[config.mk]
export PLATFORM = sky130hd
export DESIGN_NAME = decode
export DESIGN_NICKNAME = d
export VERILOG_FILES = /design/src/hw/decode_pkg.sv /design/src/hw/decode_control.sv /design/src/hw/reg_file.sv /design/src/hw/imm_extend.sv /design/src/hw/branch_target.sv /design/src/hw/decode.sv
export SDC_FILE = /design/constraint.sdc
export NUM_CORES = 1
export LEC_CHECK = 0
export BUFFER_PORTS_ARGS = -buffer_cell sky130_fd_sc_hd__buf_2
export CORE_ASPECT_RATIO = 0.75
export CORE_MARGIN = 2
export CORE_UTILIZATION = 40
export DETAILED_ROUTE_END_ITERATION = 12
export PLACE_DENSITY_LB_ADDON = 0.12
export REMOVE_ABC_BUFFERS = 1
export SYNTH_ARGS = -nofsm -noshare
export SYNTH_HDL_FRONTEND = slang
export SYNTH_SLANG_ARGS = --single-unit
[constraint.sdc]
create_clock -name clk -period 10.3 [get_ports clk]
set_clock_uncertainty 0.1 [all_clocks]
set_input_delay 2.06 -clock clk [delete_from_list [all_inputs] [get_ports clk]]
set_output_delay 2.06 -clock clk [all_outputs]
set_load 0.05 [all_outputs]
[src/hw/decode_pkg.sv]
// decode stage package with the word width, opcode map and control field encodings.
`default_nettype none

package decode_pkg;

   localparam int word_w     = 16;     // data and address width.
   localparam int reg_addr_w = 3;      // eight registers.

   ////////////////////////////////////////
   // opcodes, inst[15:11]
   ////////////////////////////////////////
   typedef enum logic [4:0] {
      op_halt  = 5'b00000,
      op_nop   = 5'b00001,
      op_j     = 5'b00100,
      op_jr    = 5'b00101,
      op_jal   = 5'b00110,
      op_jalr  = 5'b00111,
      op_addi  = 5'b01000,
      op_subi  = 5'b01001,
      op_xori  = 5'b01010,
      op_andni = 5'b01011,
      op_beqz  = 5'b01100,
      op_bnez  = 5'b01101,
      op_bltz  = 5'b01110,
      op_bgez  = 5'b01111,
      op_st    = 5'b10000,
      op_ld    = 5'b10001,
      op_lbi   = 5'b11000,
      op_rfmt  = 5'b11011      // function in inst[1:0].
   } opcode_t;

   typedef enum logic [3:0] {
      alu_add    = 4'h0,
      alu_sub    = 4'h1,
      alu_xor    = 4'h2,
      alu_andn   = 4'h3,
      alu_pass_b = 4'h4        // lbi moves the immediate through.
   } alu_op_t;

   typedef enum logic [1:0] {
      ext_imm5  = 2'b00,       // inst[4:0].
      ext_imm8  = 2'b01,       // inst[7:0].
      ext_imm11 = 2'b10,       // inst[10:0].
      ext_none  = 2'b11
   } ext_op_t;

   typedef enum logic [2:0] {
      bj_none     = 3'b000,
      bj_beqz     = 3'b001,
      bj_bnez     = 3'b010,
      bj_bltz     = 3'b011,
      bj_bgez     = 3'b100,
      bj_jump_rel = 3'b101,
      bj_jump_reg = 3'b110
   } bj_op_t;

   // destination register field select.
   typedef enum logic [1:0] {
      dst_rd_r     = 2'b00,    // inst[4:2].
      dst_rd_i     = 2'b01,    // inst[7:5].
      dst_rs_field = 2'b10,    // inst[10:8].
      dst_link     = 2'b11     // r7.
   } dst_sel_t;

   localparam logic [reg_addr_w-1:0] link_reg = 3'b111;

endpackage

`default_nettype wire

[src/hw/decode_control.sv]
// decode control that maps opcode and function bits onto the stage control fields.
`timescale 1ns/10ps
`default_nettype none

module decode_control (
   input  wire  [decode_pkg::word_w-1:0] inst,
   output decode_pkg::alu_op_t  alu_op,
   output decode_pkg::bj_op_t   bj_op,
   output decode_pkg::ext_op_t  ext_op,
   output logic                 ext_sign,
   output decode_pkg::dst_sel_t dst_sel,
   output logic                 reg_write,
   output logic                 mem_read,
   output logic                 mem_write,
   output logic                 mem_en,
   output logic                 mem_to_reg,
   output logic                 alu_src,
   output logic                 jal,
   output logic                 excp
);
   import decode_pkg::*;

   opcode_t opcode;

   assign opcode = opcode_t'(inst[15:11]);

   always_comb begin
      // halt and nop keep all of these.
      alu_op     = alu_add;
      bj_op      = bj_none;
      ext_op     = ext_none;
      ext_sign   = 1'b0;
      dst_sel    = dst_rd_r;
      reg_write  = 1'b0;
      mem_read   = 1'b0;
      mem_write  = 1'b0;
      mem_en     = 1'b0;
      mem_to_reg = 1'b0;
      alu_src    = 1'b0;
      jal        = 1'b0;
      excp       = 1'b0;

      case (opcode)
         op_halt, op_nop: begin
         end
         op_rfmt: begin
            reg_write = 1'b1;
            case (inst[1:0])
               2'b00:   alu_op = alu_add;
               2'b01:   alu_op = alu_sub;
               2'b10:   alu_op = alu_xor;
               default: alu_op = alu_andn;
            endcase
         end
         op_addi, op_subi, op_xori, op_andni: begin
            ext_op    = ext_imm5;
            ext_sign  = (opcode == op_addi) || (opcode == op_subi); // logic ops zero-extend.
            dst_sel   = dst_rd_i;
            reg_write = 1'b1;
            alu_src   = 1'b1;
            case (opcode)
               op_subi: alu_op = alu_sub;
               op_xori: alu_op = alu_xor;
               op_andni: alu_op = alu_andn;
               default: alu_op = alu_add;
            endcase
         end
         op_st, op_ld: begin
            ext_op     = ext_imm5;
            ext_sign   = 1'b1;
            alu_src    = 1'b1;             // base plus offset.
            mem_en     = 1'b1;
            mem_write  = (opcode == op_st);
            mem_read   = (opcode == op_ld);
            mem_to_reg = (opcode == op_ld);
            reg_write  = (opcode == op_ld);
            dst_sel    = dst_rd_i;
         end
         op_beqz, op_bnez, op_bltz, op_bgez: begin
            ext_op   = ext_imm8;
            ext_sign = 1'b1;
            case (opcode)
               op_beqz: bj_op = bj_beqz;
               op_bnez: bj_op = bj_bnez;
               op_bltz: bj_op = bj_bltz;
               default: bj_op = bj_bgez;
            endcase
         end
         op_lbi: begin
            ext_op    = ext_imm8;
            ext_sign  = 1'b1;
            alu_op    = alu_pass_b;
            alu_src   = 1'b1;
            dst_sel   = dst_rs_field;
            reg_write = 1'b1;
         end
         op_j, op_jal: begin
            ext_op    = ext_imm11;
            ext_sign  = 1'b1;
            bj_op     = bj_jump_rel;
            jal       = (opcode == op_jal);
            reg_write = (opcode == op_jal);
            dst_sel   = dst_link;
         end
         op_jr, op_jalr: begin
            ext_op    = ext_imm8;
            ext_sign  = 1'b1;
            bj_op     = bj_jump_reg;
            jal       = (opcode == op_jalr);
            reg_write = (opcode == op_jalr);
            dst_sel   = dst_link;
         end
         default: begin
            excp      = 1'b1;              // opcode outside the supported subset.
            reg_write = 1'b0;
            mem_en    = 1'b0;
            bj_op     = bj_none;
         end
      endcase
   end

endmodule

`default_nettype wire

[src/hw/reg_file.sv]
// register file with eight words, two combinational reads and one clocked write.
`timescale 1ns/10ps
`default_nettype none

module reg_file #(
   parameter bit bypass = 1'b1
) (
   input  wire                               clk,
   input  wire                               rst_n,
   input  wire  [decode_pkg::reg_addr_w-1:0] read1_sel,
   input  wire  [decode_pkg::reg_addr_w-1:0] read2_sel,
   input  wire  [decode_pkg::reg_addr_w-1:0] write_sel,
   input  wire  [decode_pkg::word_w-1:0]     write_data,
   input  wire                               write_en,
   output logic [decode_pkg::word_w-1:0]     read1_data,
   output logic [decode_pkg::word_w-1:0]     read2_data
);
   import decode_pkg::*;

   localparam int num_regs = 2 ** reg_addr_w;

   logic [word_w-1:0] regs [num_regs];
   logic [word_w-1:0] stored1;
   logic [word_w-1:0] stored2;

   always_ff @(posedge clk) begin
      if (!rst_n) begin
         for (int i = 0; i < num_regs; i++) begin
            regs[i] <= '0;
         end
      end else if (write_en) begin
         regs[write_sel] <= write_data;
      end
   end

   assign stored1 = regs[read1_sel];
   assign stored2 = regs[read2_sel];

   ////////////////////////////////////////
   // write to read forwarding
   ////////////////////////////////////////
   if (bypass) begin : g_bypass
      assign read1_data = (write_en && (write_sel == read1_sel)) ? write_data : stored1;
      assign read2_data = (write_en && (write_sel == read2_sel)) ? write_data : stored2;
   end else begin : g_direct
      assign read1_data = stored1;         // new value shows after the edge.
      assign read2_data = stored2;
   end

   assert property (@(posedge clk) disable iff (!rst_n) write_en |-> !$isunknown(write_sel));

endmodule

`default_nettype wire

[src/hw/imm_extend.sv]
// immediate extension, selects the 5, 8 or 11 bit field and fills the upper bits.
`timescale 1ns/10ps
`default_nettype none

module imm_extend (
   input  wire  [decode_pkg::word_w-1:0] inst,
   input  wire  decode_pkg::ext_op_t     ext_op,
   input  wire                           ext_sign,
   output logic [decode_pkg::word_w-1:0] immediate
);
   import decode_pkg::*;

   logic fill;                             // bit copied into the upper part.

   always_comb begin
      case (ext_op)
         ext_imm5: begin
            fill      = ext_sign & inst[4];
            immediate = {{(word_w-5){fill}}, inst[4:0]};
         end
         ext_imm8: begin
            fill      = ext_sign & inst[7];
            immediate = {{(word_w-8){fill}}, inst[7:0]};
         end
         ext_imm11: begin
            fill      = ext_sign & inst[10];
            immediate = {{(word_w-11){fill}}, inst[10:0]};
         end
         default: begin
            fill      = 1'b0;
            immediate = '0;                // no immediate in this format.
         end
      endcase
   end

endmodule

`default_nettype wire

[src/hw/branch_target.sv]
// branch and jump target, resolves the next pc and the link value.
`timescale 1ns/10ps
`default_nettype none

module branch_target (
   input  wire  [decode_pkg::word_w-1:0] rs_data,
   input  wire  [decode_pkg::word_w-1:0] pc,
   input  wire  [decode_pkg::word_w-1:0] immediate,
   input  wire  decode_pkg::bj_op_t      bj_op,
   output logic [decode_pkg::word_w-1:0] target,
   output logic [decode_pkg::word_w-1:0] link_data
);
   import decode_pkg::*;

   logic [word_w-1:0] pc_inc;
   logic              rs_zero;
   logic              taken;

   assign pc_inc    = pc + word_w'(2);
   assign link_data = pc_inc;              // return address for jal and jalr.
   assign rs_zero   = (rs_data == '0);

   always_comb begin
      case (bj_op)
         bj_beqz: taken = rs_zero;
         bj_bnez: taken = !rs_zero;
         bj_bltz: taken = rs_data[word_w-1];
         bj_bgez: taken = !rs_data[word_w-1];
         default: taken = 1'b0;
      endcase

      case (bj_op)
         bj_jump_rel: target = pc_inc + immediate;
         bj_jump_reg: target = rs_data + immediate;
         default:     target = taken ? (pc_inc + immediate) : pc_inc;
      endcase

      // code 3'b111 has no meaning and must never come out of control.
      assert (bj_op inside {bj_none, bj_beqz, bj_bnez, bj_bltz, bj_bgez,
                            bj_jump_rel, bj_jump_reg});
   end

endmodule

`default_nettype wire

[src/hw/decode.sv]
// decode stage top, joins control, register file, extension and target logic.
`timescale 1ns/10ps
`default_nettype none

module decode #(
   parameter bit bypass = 1'b1
) (
   input  wire                           clk,
   input  wire                           rst_n,
   input  wire  [decode_pkg::word_w-1:0] inst,
   input  wire  [decode_pkg::word_w-1:0] pc,
   input  wire  [decode_pkg::word_w-1:0] wb_data,
   output logic [decode_pkg::word_w-1:0] data_one,     // rs.
   output logic [decode_pkg::word_w-1:0] data_two,     // rt.
   output logic [decode_pkg::word_w-1:0] immediate,
   output logic [decode_pkg::word_w-1:0] br_ju_addr,
   output decode_pkg::alu_op_t           alu_op,
   output decode_pkg::bj_op_t            bj_op,
   output decode_pkg::ext_op_t           ext_op,
   output logic                          reg_write,
   output logic                          mem_read,
   output logic                          mem_write,
   output logic                          mem_en,
   output logic                          mem_to_reg,
   output logic                          alu_src,
   output logic                          jal,
   output logic                          excp
);
   import decode_pkg::*;

   dst_sel_t              dst_sel;
   logic                  ext_sign;
   logic [reg_addr_w-1:0] write_sel;
   logic [word_w-1:0]     write_data;
   logic [word_w-1:0]     link_data;

   ////////////////////////////////////////
   // write port selection
   ////////////////////////////////////////
   always_comb begin
      case (dst_sel)
         dst_rd_r:     write_sel = inst[4:2];
         dst_rd_i:     write_sel = inst[7:5];
         dst_rs_field: write_sel = inst[10:8];
         default:      write_sel = link_reg;
      endcase
   end

   assign write_data = jal ? link_data : wb_data;  // link beats write-back.

   decode_control i_decode_control (
      .inst(inst), .alu_op(alu_op), .bj_op(bj_op), .ext_op(ext_op), .ext_sign(ext_sign),
      .dst_sel(dst_sel), .reg_write(reg_write), .mem_read(mem_read), .mem_write(mem_write),
      .mem_en(mem_en), .mem_to_reg(mem_to_reg), .alu_src(alu_src), .jal(jal), .excp(excp)
   );

   reg_file #(.bypass(bypass)) i_reg_file (
      .clk(clk), .rst_n(rst_n), .read1_sel(inst[10:8]), .read2_sel(inst[7:5]),
      .write_sel(write_sel), .write_data(write_data), .write_en(reg_write),
      .read1_data(data_one), .read2_data(data_two)
   );

   imm_extend i_imm_extend (
      .inst(inst), .ext_op(ext_op), .ext_sign(ext_sign), .immediate(immediate)
   );

   branch_target i_branch_target (
      .rs_data(data_one), .pc(pc), .immediate(immediate), .bj_op(bj_op),
      .target(br_ju_addr), .link_data(link_data)
   );

endmodule

`default_nettype wire

; After elaboration in Yosys (flattened, before gate mapping)
; Memory sizes are Yosys's and may differ from the RTL's.
; Index checks and enable logic that the tools add are counted.
[word_totals]
mem_count = 1
ramBits = 128
elab_cells = 91
reg_bits = 0
[classes]
muxes = 30
n_eq_ne = 31
bitwise = 3
addsub = 3
reduce_logical = 23
[mem_list]
columns = memory, depth, width, rd, rd_clocked_by_memory_dff, write_ports, line_no
row1 = i_reg_file.regs, 8, 16, 2, 0, 8, reg_file.sv:22  ; logic [word_w-1:0] regs [num_regs];
[ops]
columns = op, n
row1 = $mux W16, 5
row2 = $pmux W16 S3, 1
row3 = $eq A5 B4 Y1 const B, 8
row4 = $add A16 B16 Y16, 2
row5 = $pmux W16 S2, 1
row6 = $pmux W3 S3, 3
row7 = $pmux W2 S3, 4
row8 = $eq A5 B3 Y1 const B, 4
row9 = $eq A5 B5 Y1 const B, 4
row10 = $reduce_or A18 Y1, 1
row11 = $add A16 B2 Y16 const B, 1
row12 = $logic_not A16 Y1, 1
row13 = $reduce_or A16 Y1, 1
row14 = $reduce_or A7 Y1, 2
row15 = $pmux W4 S3, 1
row16 = $reduce_or A4 Y1, 3
row17 = $reduce_or A6 Y1, 2
row18 = $reduce_or A11 Y1, 1
row19 = $mux W1, 10
row20 = $eq A3 B3 Y1 const B, 3
row21 = $pmux W1 S4, 2
row22 = $eq A2 B1 Y1 const B, 3
row23 = $eq A2 B2 Y1 const B, 3
row24 = $eq A3 B2 Y1 const B, 2
row25 = 12 further kinds, 22

; Depth between registers and ports, before layout
[depth]
word_depth = 13
depth_mapped = 22
mapped_depth_nobuf = 19

; Modules after synthesis
; A second synthesis with hierarchy kept.
[hier_totals]
cells_unflattened = 829
area_unflattened_um2 = 10405.0
[modules_own_cells]
columns = mod, instances, cells_each, area_each_um2
row1 = reg_file, 1, 446, 7440.9
row2 = branch_target, 1, 273, 2015.7
row3 = decode_control, 1, 55, 391.6
row4 = decode, 1, 25, 315.3
row5 = imm_extend, 1, 30, 241.5

; Worst setup path before layout
; No wires, ideal clock.
[synth_path]
path_kind = input-to-output
start = input port inst[11] (netlist bit)
end = output port br_ju_addr[15] (netlist bit)
required_time_ps = 8140
path_slack_ps = -230
stages = 18
n_path_buf = 3
t_arrival_ps = 8370
path_cell_list = clkbuf_1 > xnor2_1 > a21oi_1 > o22ai_2 > o2111ai_2 > or3_1 > buf_2 > buf_1 > mux2i_1 > ha_1 > nor3_1 > nor3_1 > a2111oi_0 > a21oi_1 > a31oi_1 > o21ai_0 > xor2_1 > a222oi_1
[synth_between]
elab_cells_between_ends = 63
cone_classes = add/sub (2) / eq/ne (27) / mux (14) / bitwise (3) / reduce/logical (17)
[synth_lines]
columns = element, line_no
row1 = from (decl), decode.sv:10  ; input wire [decode_pkg::word_w-1:0] inst,
row2 = $eq A5 B5 Y1 (tied with other cells), decode_control.sv:43  ; case (opcode)
row3 = $reduce_or A6 Y1 (no line) (tied with other cells), -
row4 = $pmux W1 S4 *, decode_control.sv:43
row5 = net reg_write, decode.sv:20  ; output logic reg_write,
row6 = $logic_and A1 B1 Y1 *, reg_file.sv:43  ; assign read1_data = (write_en && (write_sel == read1_sel)) ? write_data : stored1;
row7 = $mux W16 *, reg_file.sv:43
row8 = net data_one (one bit), decode.sv:13  ; output logic [decode_pkg::word_w-1:0] data_one,
row9 = branches (longest 4 deep; another with $add A16 B16 Y16), -
row10 = $pmux W16 S2 *, branch_target.sv:32  ; case (bj_op)
row11 = to (decl), decode.sv:16  ; output logic [decode_pkg::word_w-1:0] br_ju_addr,
; Mark *: on every way through the listed nets, which the timed path passes.

; Worst setup path in the final report
[layout_path]
start = input port inst[14] (netlist bit)
end = output port br_ju_addr[15] (netlist bit)
[layout_between]
elab_chain_cells = 13
elab_cells_between_ends = 63
cone_classes = add/sub (2) / eq/ne (27) / mux (14) / bitwise (3) / reduce/logical (17)
[layout_lines]
columns = element, line_no
row1 = branches (longest 12 deep; another with $add A16 B16 Y16), -
row2 = $pmux W16 S2 *, branch_target.sv:32
; Mark *: on every way between the ends.

==> metrics.txt <==
Synth Area in Compound Gates=12.37%; Seq/Total Area, Yosys=38.63%; count of pins over their slew limit=0; hold_buf cts=0; Clock Path Buffers=2; CTS root buf=clkbuf_16; Setup Buffers After CTS=0; final wirelength=32380 um; register with the most flip-flops=i_reg_file.regs; grt ovf=0; IO Pins=131; WS Path Type=in -> out; Top FF cell, synth=edfxtp_1; Max-Cap Viols=0; Worst EP required=8.14 ns; average size of a mapped cell=10.43 sq um; CORE AREA=24220 sq um; cell with the most instances after synthesis=nor2_1; post-CTS resize count=0; RSZ-0062 raised after global routing=false; initial antenna violation count=0; RePlAce Congestion=0.8835; Layout area overhead=13.96%; Slew HR=16.20%; Pleak=4.533 nW; remaining antenna violation count=0; Max stage delay cell, worst path=or3_2; Die Ht=140.6 um; Crit path largest cell delay=0.76 ns; crit end category=output pin; Die W=186.1 um; die area=26170 sq um; status=finished clean; number of global-route vias before repair=7636; Reg clk slew, reported paths=0.05 ns; CP Buf/Inv Count=4; Synth async-reset ratio=0%; input/output buffers=129; layout cell share with drive strength beyond 1=25.31%; family with the most delay on the worst path=compound AO/OA/AOI/OAI gates; Post-Synth Simple-Gate Area=17.33%; count of final hold-check violations=0; crit path max fanout=21; Remaining DRCs=0; startpoint types=input pin; Syn Inst Count=954; biggest regs=i_reg_file.regs x128; clk sinks=128; max reg flops=128; CP arrival=7.63 ns; Vias/cell=5.886; CTS tree=yes; post-route setup slack=0.5119 ns; adder-cell share of the synthesized area=4.300%; Cell Area, Synth=9951 sq um; #FFs+latches synth=128; Row Count=49; Starting Density=41.09%; gr usage total=24.83%; Total Power=1.764 mW; ant diodes=0; area leader, netlist=edfxtp_1; first-pass GRT wire length=48060 um; DRT Pass-1 Iters=6; Netlist cell types=75; iteration-0 DRC count of the detailed router=827; top post-synthesis cells by area=edfxtp_1 39%, mux4_2 14%, nor2_1 6.4%; largest net degree at the start of global routing=35; largest family of logic cells by synthesized area=multiplexers; class of the worst hold path=in -> reg; Final period util=95.03%; Avg WL per Cell=23.29 um; Slew @ Worst Pin=1.246 ns; fmax=102.2 MHz; Num CTS Buffers=17; Place WS=0.5006 ns; crit-path cells=buf_2 -> or4b_4 -> clkinv_2 -> a221oi_1 -> a2bb2oi_2 -> o2111ai_2 -> or3_2 -> nand2_1 -> nand2_1 -> inv_1 -> ha_1 -> a211oi_1 -> o21ai_0 -> a2111oi_0 -> a21oi_1 -> a31oi_1 -> o21ai_0 -> xor2_1 -> a222oi_1 -> buf_2; Final HPWL DP=22780 um; Final Setup Violations=0; Max IR drop VDD=0.1104 mV; H-Tree Depth=4; post-synthesis xor/xnor area fraction=3.785%; yosys warns=0; Post-synth EDFFs=128; Final Core Density=46.83%; final critical-path required period=9.788 ns; final-stage net count=1131; power per standard cell area=155.5 nW/um^2; most frequent cells after synthesis=170 x nor2_1, 128 x edfxtp_1, 75 x nand2_1, 64 x mux4_2; DR vias=8181; post-synthesis mux area share=19.18%; top cell type's share of synthesized area=38.63%
==> routing by layer <==
layer | wire (um) | vias to the layer above | GRT usage (%)
li1 | - | 3787 | -
met1 | 15700 | 4027 | 39.19
met2 | 13920 | 348 | 36.08
met3 | 2530 | 19 | 4.469
met4 | 227 | 0 | 3.688
met5 | 0 | - | 0
==> layout make-up <==
class	instances	area, sq um
flip-flops and latches	128	3844
well taps	331	414.1
fillers	2299	12880
inverters	21	80.08
clock buffers	21	440.4
repair buffers	150	815.8
clock inverters	9	70.07
multi-input cells	730	5675
==> worst paths after layout <==
check,start,to,depth (start not counted)
worst max-delay path,inst[14],br_ju_addr[15],20
worst min-delay path,wb_data[12],i_reg_file.regs[2][12],4
==> through the flow <==
step	cell area [sq um]	hold WS, ns	setup TNS (ns)	std cells
floorplan	9595	2.346	-0.02600	879
global placement	10830	2.477	0	1360
detailed placement	10830	2.486	0	1360
CTS	11340	2.063	0	1390
global route	11340	2.098	0	1390
finish	11340	2.072	0	1390
==> cell families (layout without fill, tap and decap cells) <==
logic type,after synthesis,in the layout
buffers and inverters,96,201
flip-flops,128,128
adder cells (fa/ha/maj),33,33
multiplexers,109,109
XOR/XNOR,43,43
AND/OR/NAND/NOR,373,373
AO/OA/AOI/OAI,171,171
other,1,1
==> placed cells by master (no fill, tap or decap), types with 22 or more instances in the layout <==
| cell type | Yosys | layout |
|---|---|---|
| a21oi_1 | 41 | 41 |
| buf_2 | 8 | 129 |
| edfxtp_1 | 128 | 128 |
| ha_1 | 31 | 31 |
| mux2i_1 | 41 | 41 |
| mux4_2 | 64 | 64 |
| nand2_1 | 75 | 75 |
| nor2_1 | 170 | 169 |
| nor2b_1 | 25 | 25 |
| nor3_1 | 25 | 25 |
| o21ai_0 | 22 | 22 |
| xnor2_1 | 22 | 22 |
==> report_power, final <==
| part | internal, mW | switching (mW) | total (mW) |
|---|---|---|---|
| Combinational | 0.198 | 0.399 | 0.597 |
| Sequential | 0.611 | 0.0182 | 0.629 |
| Clock | 0.325 | 0.213 | 0.538 |
No activity file was read; power rests on OpenSTA's default activity.
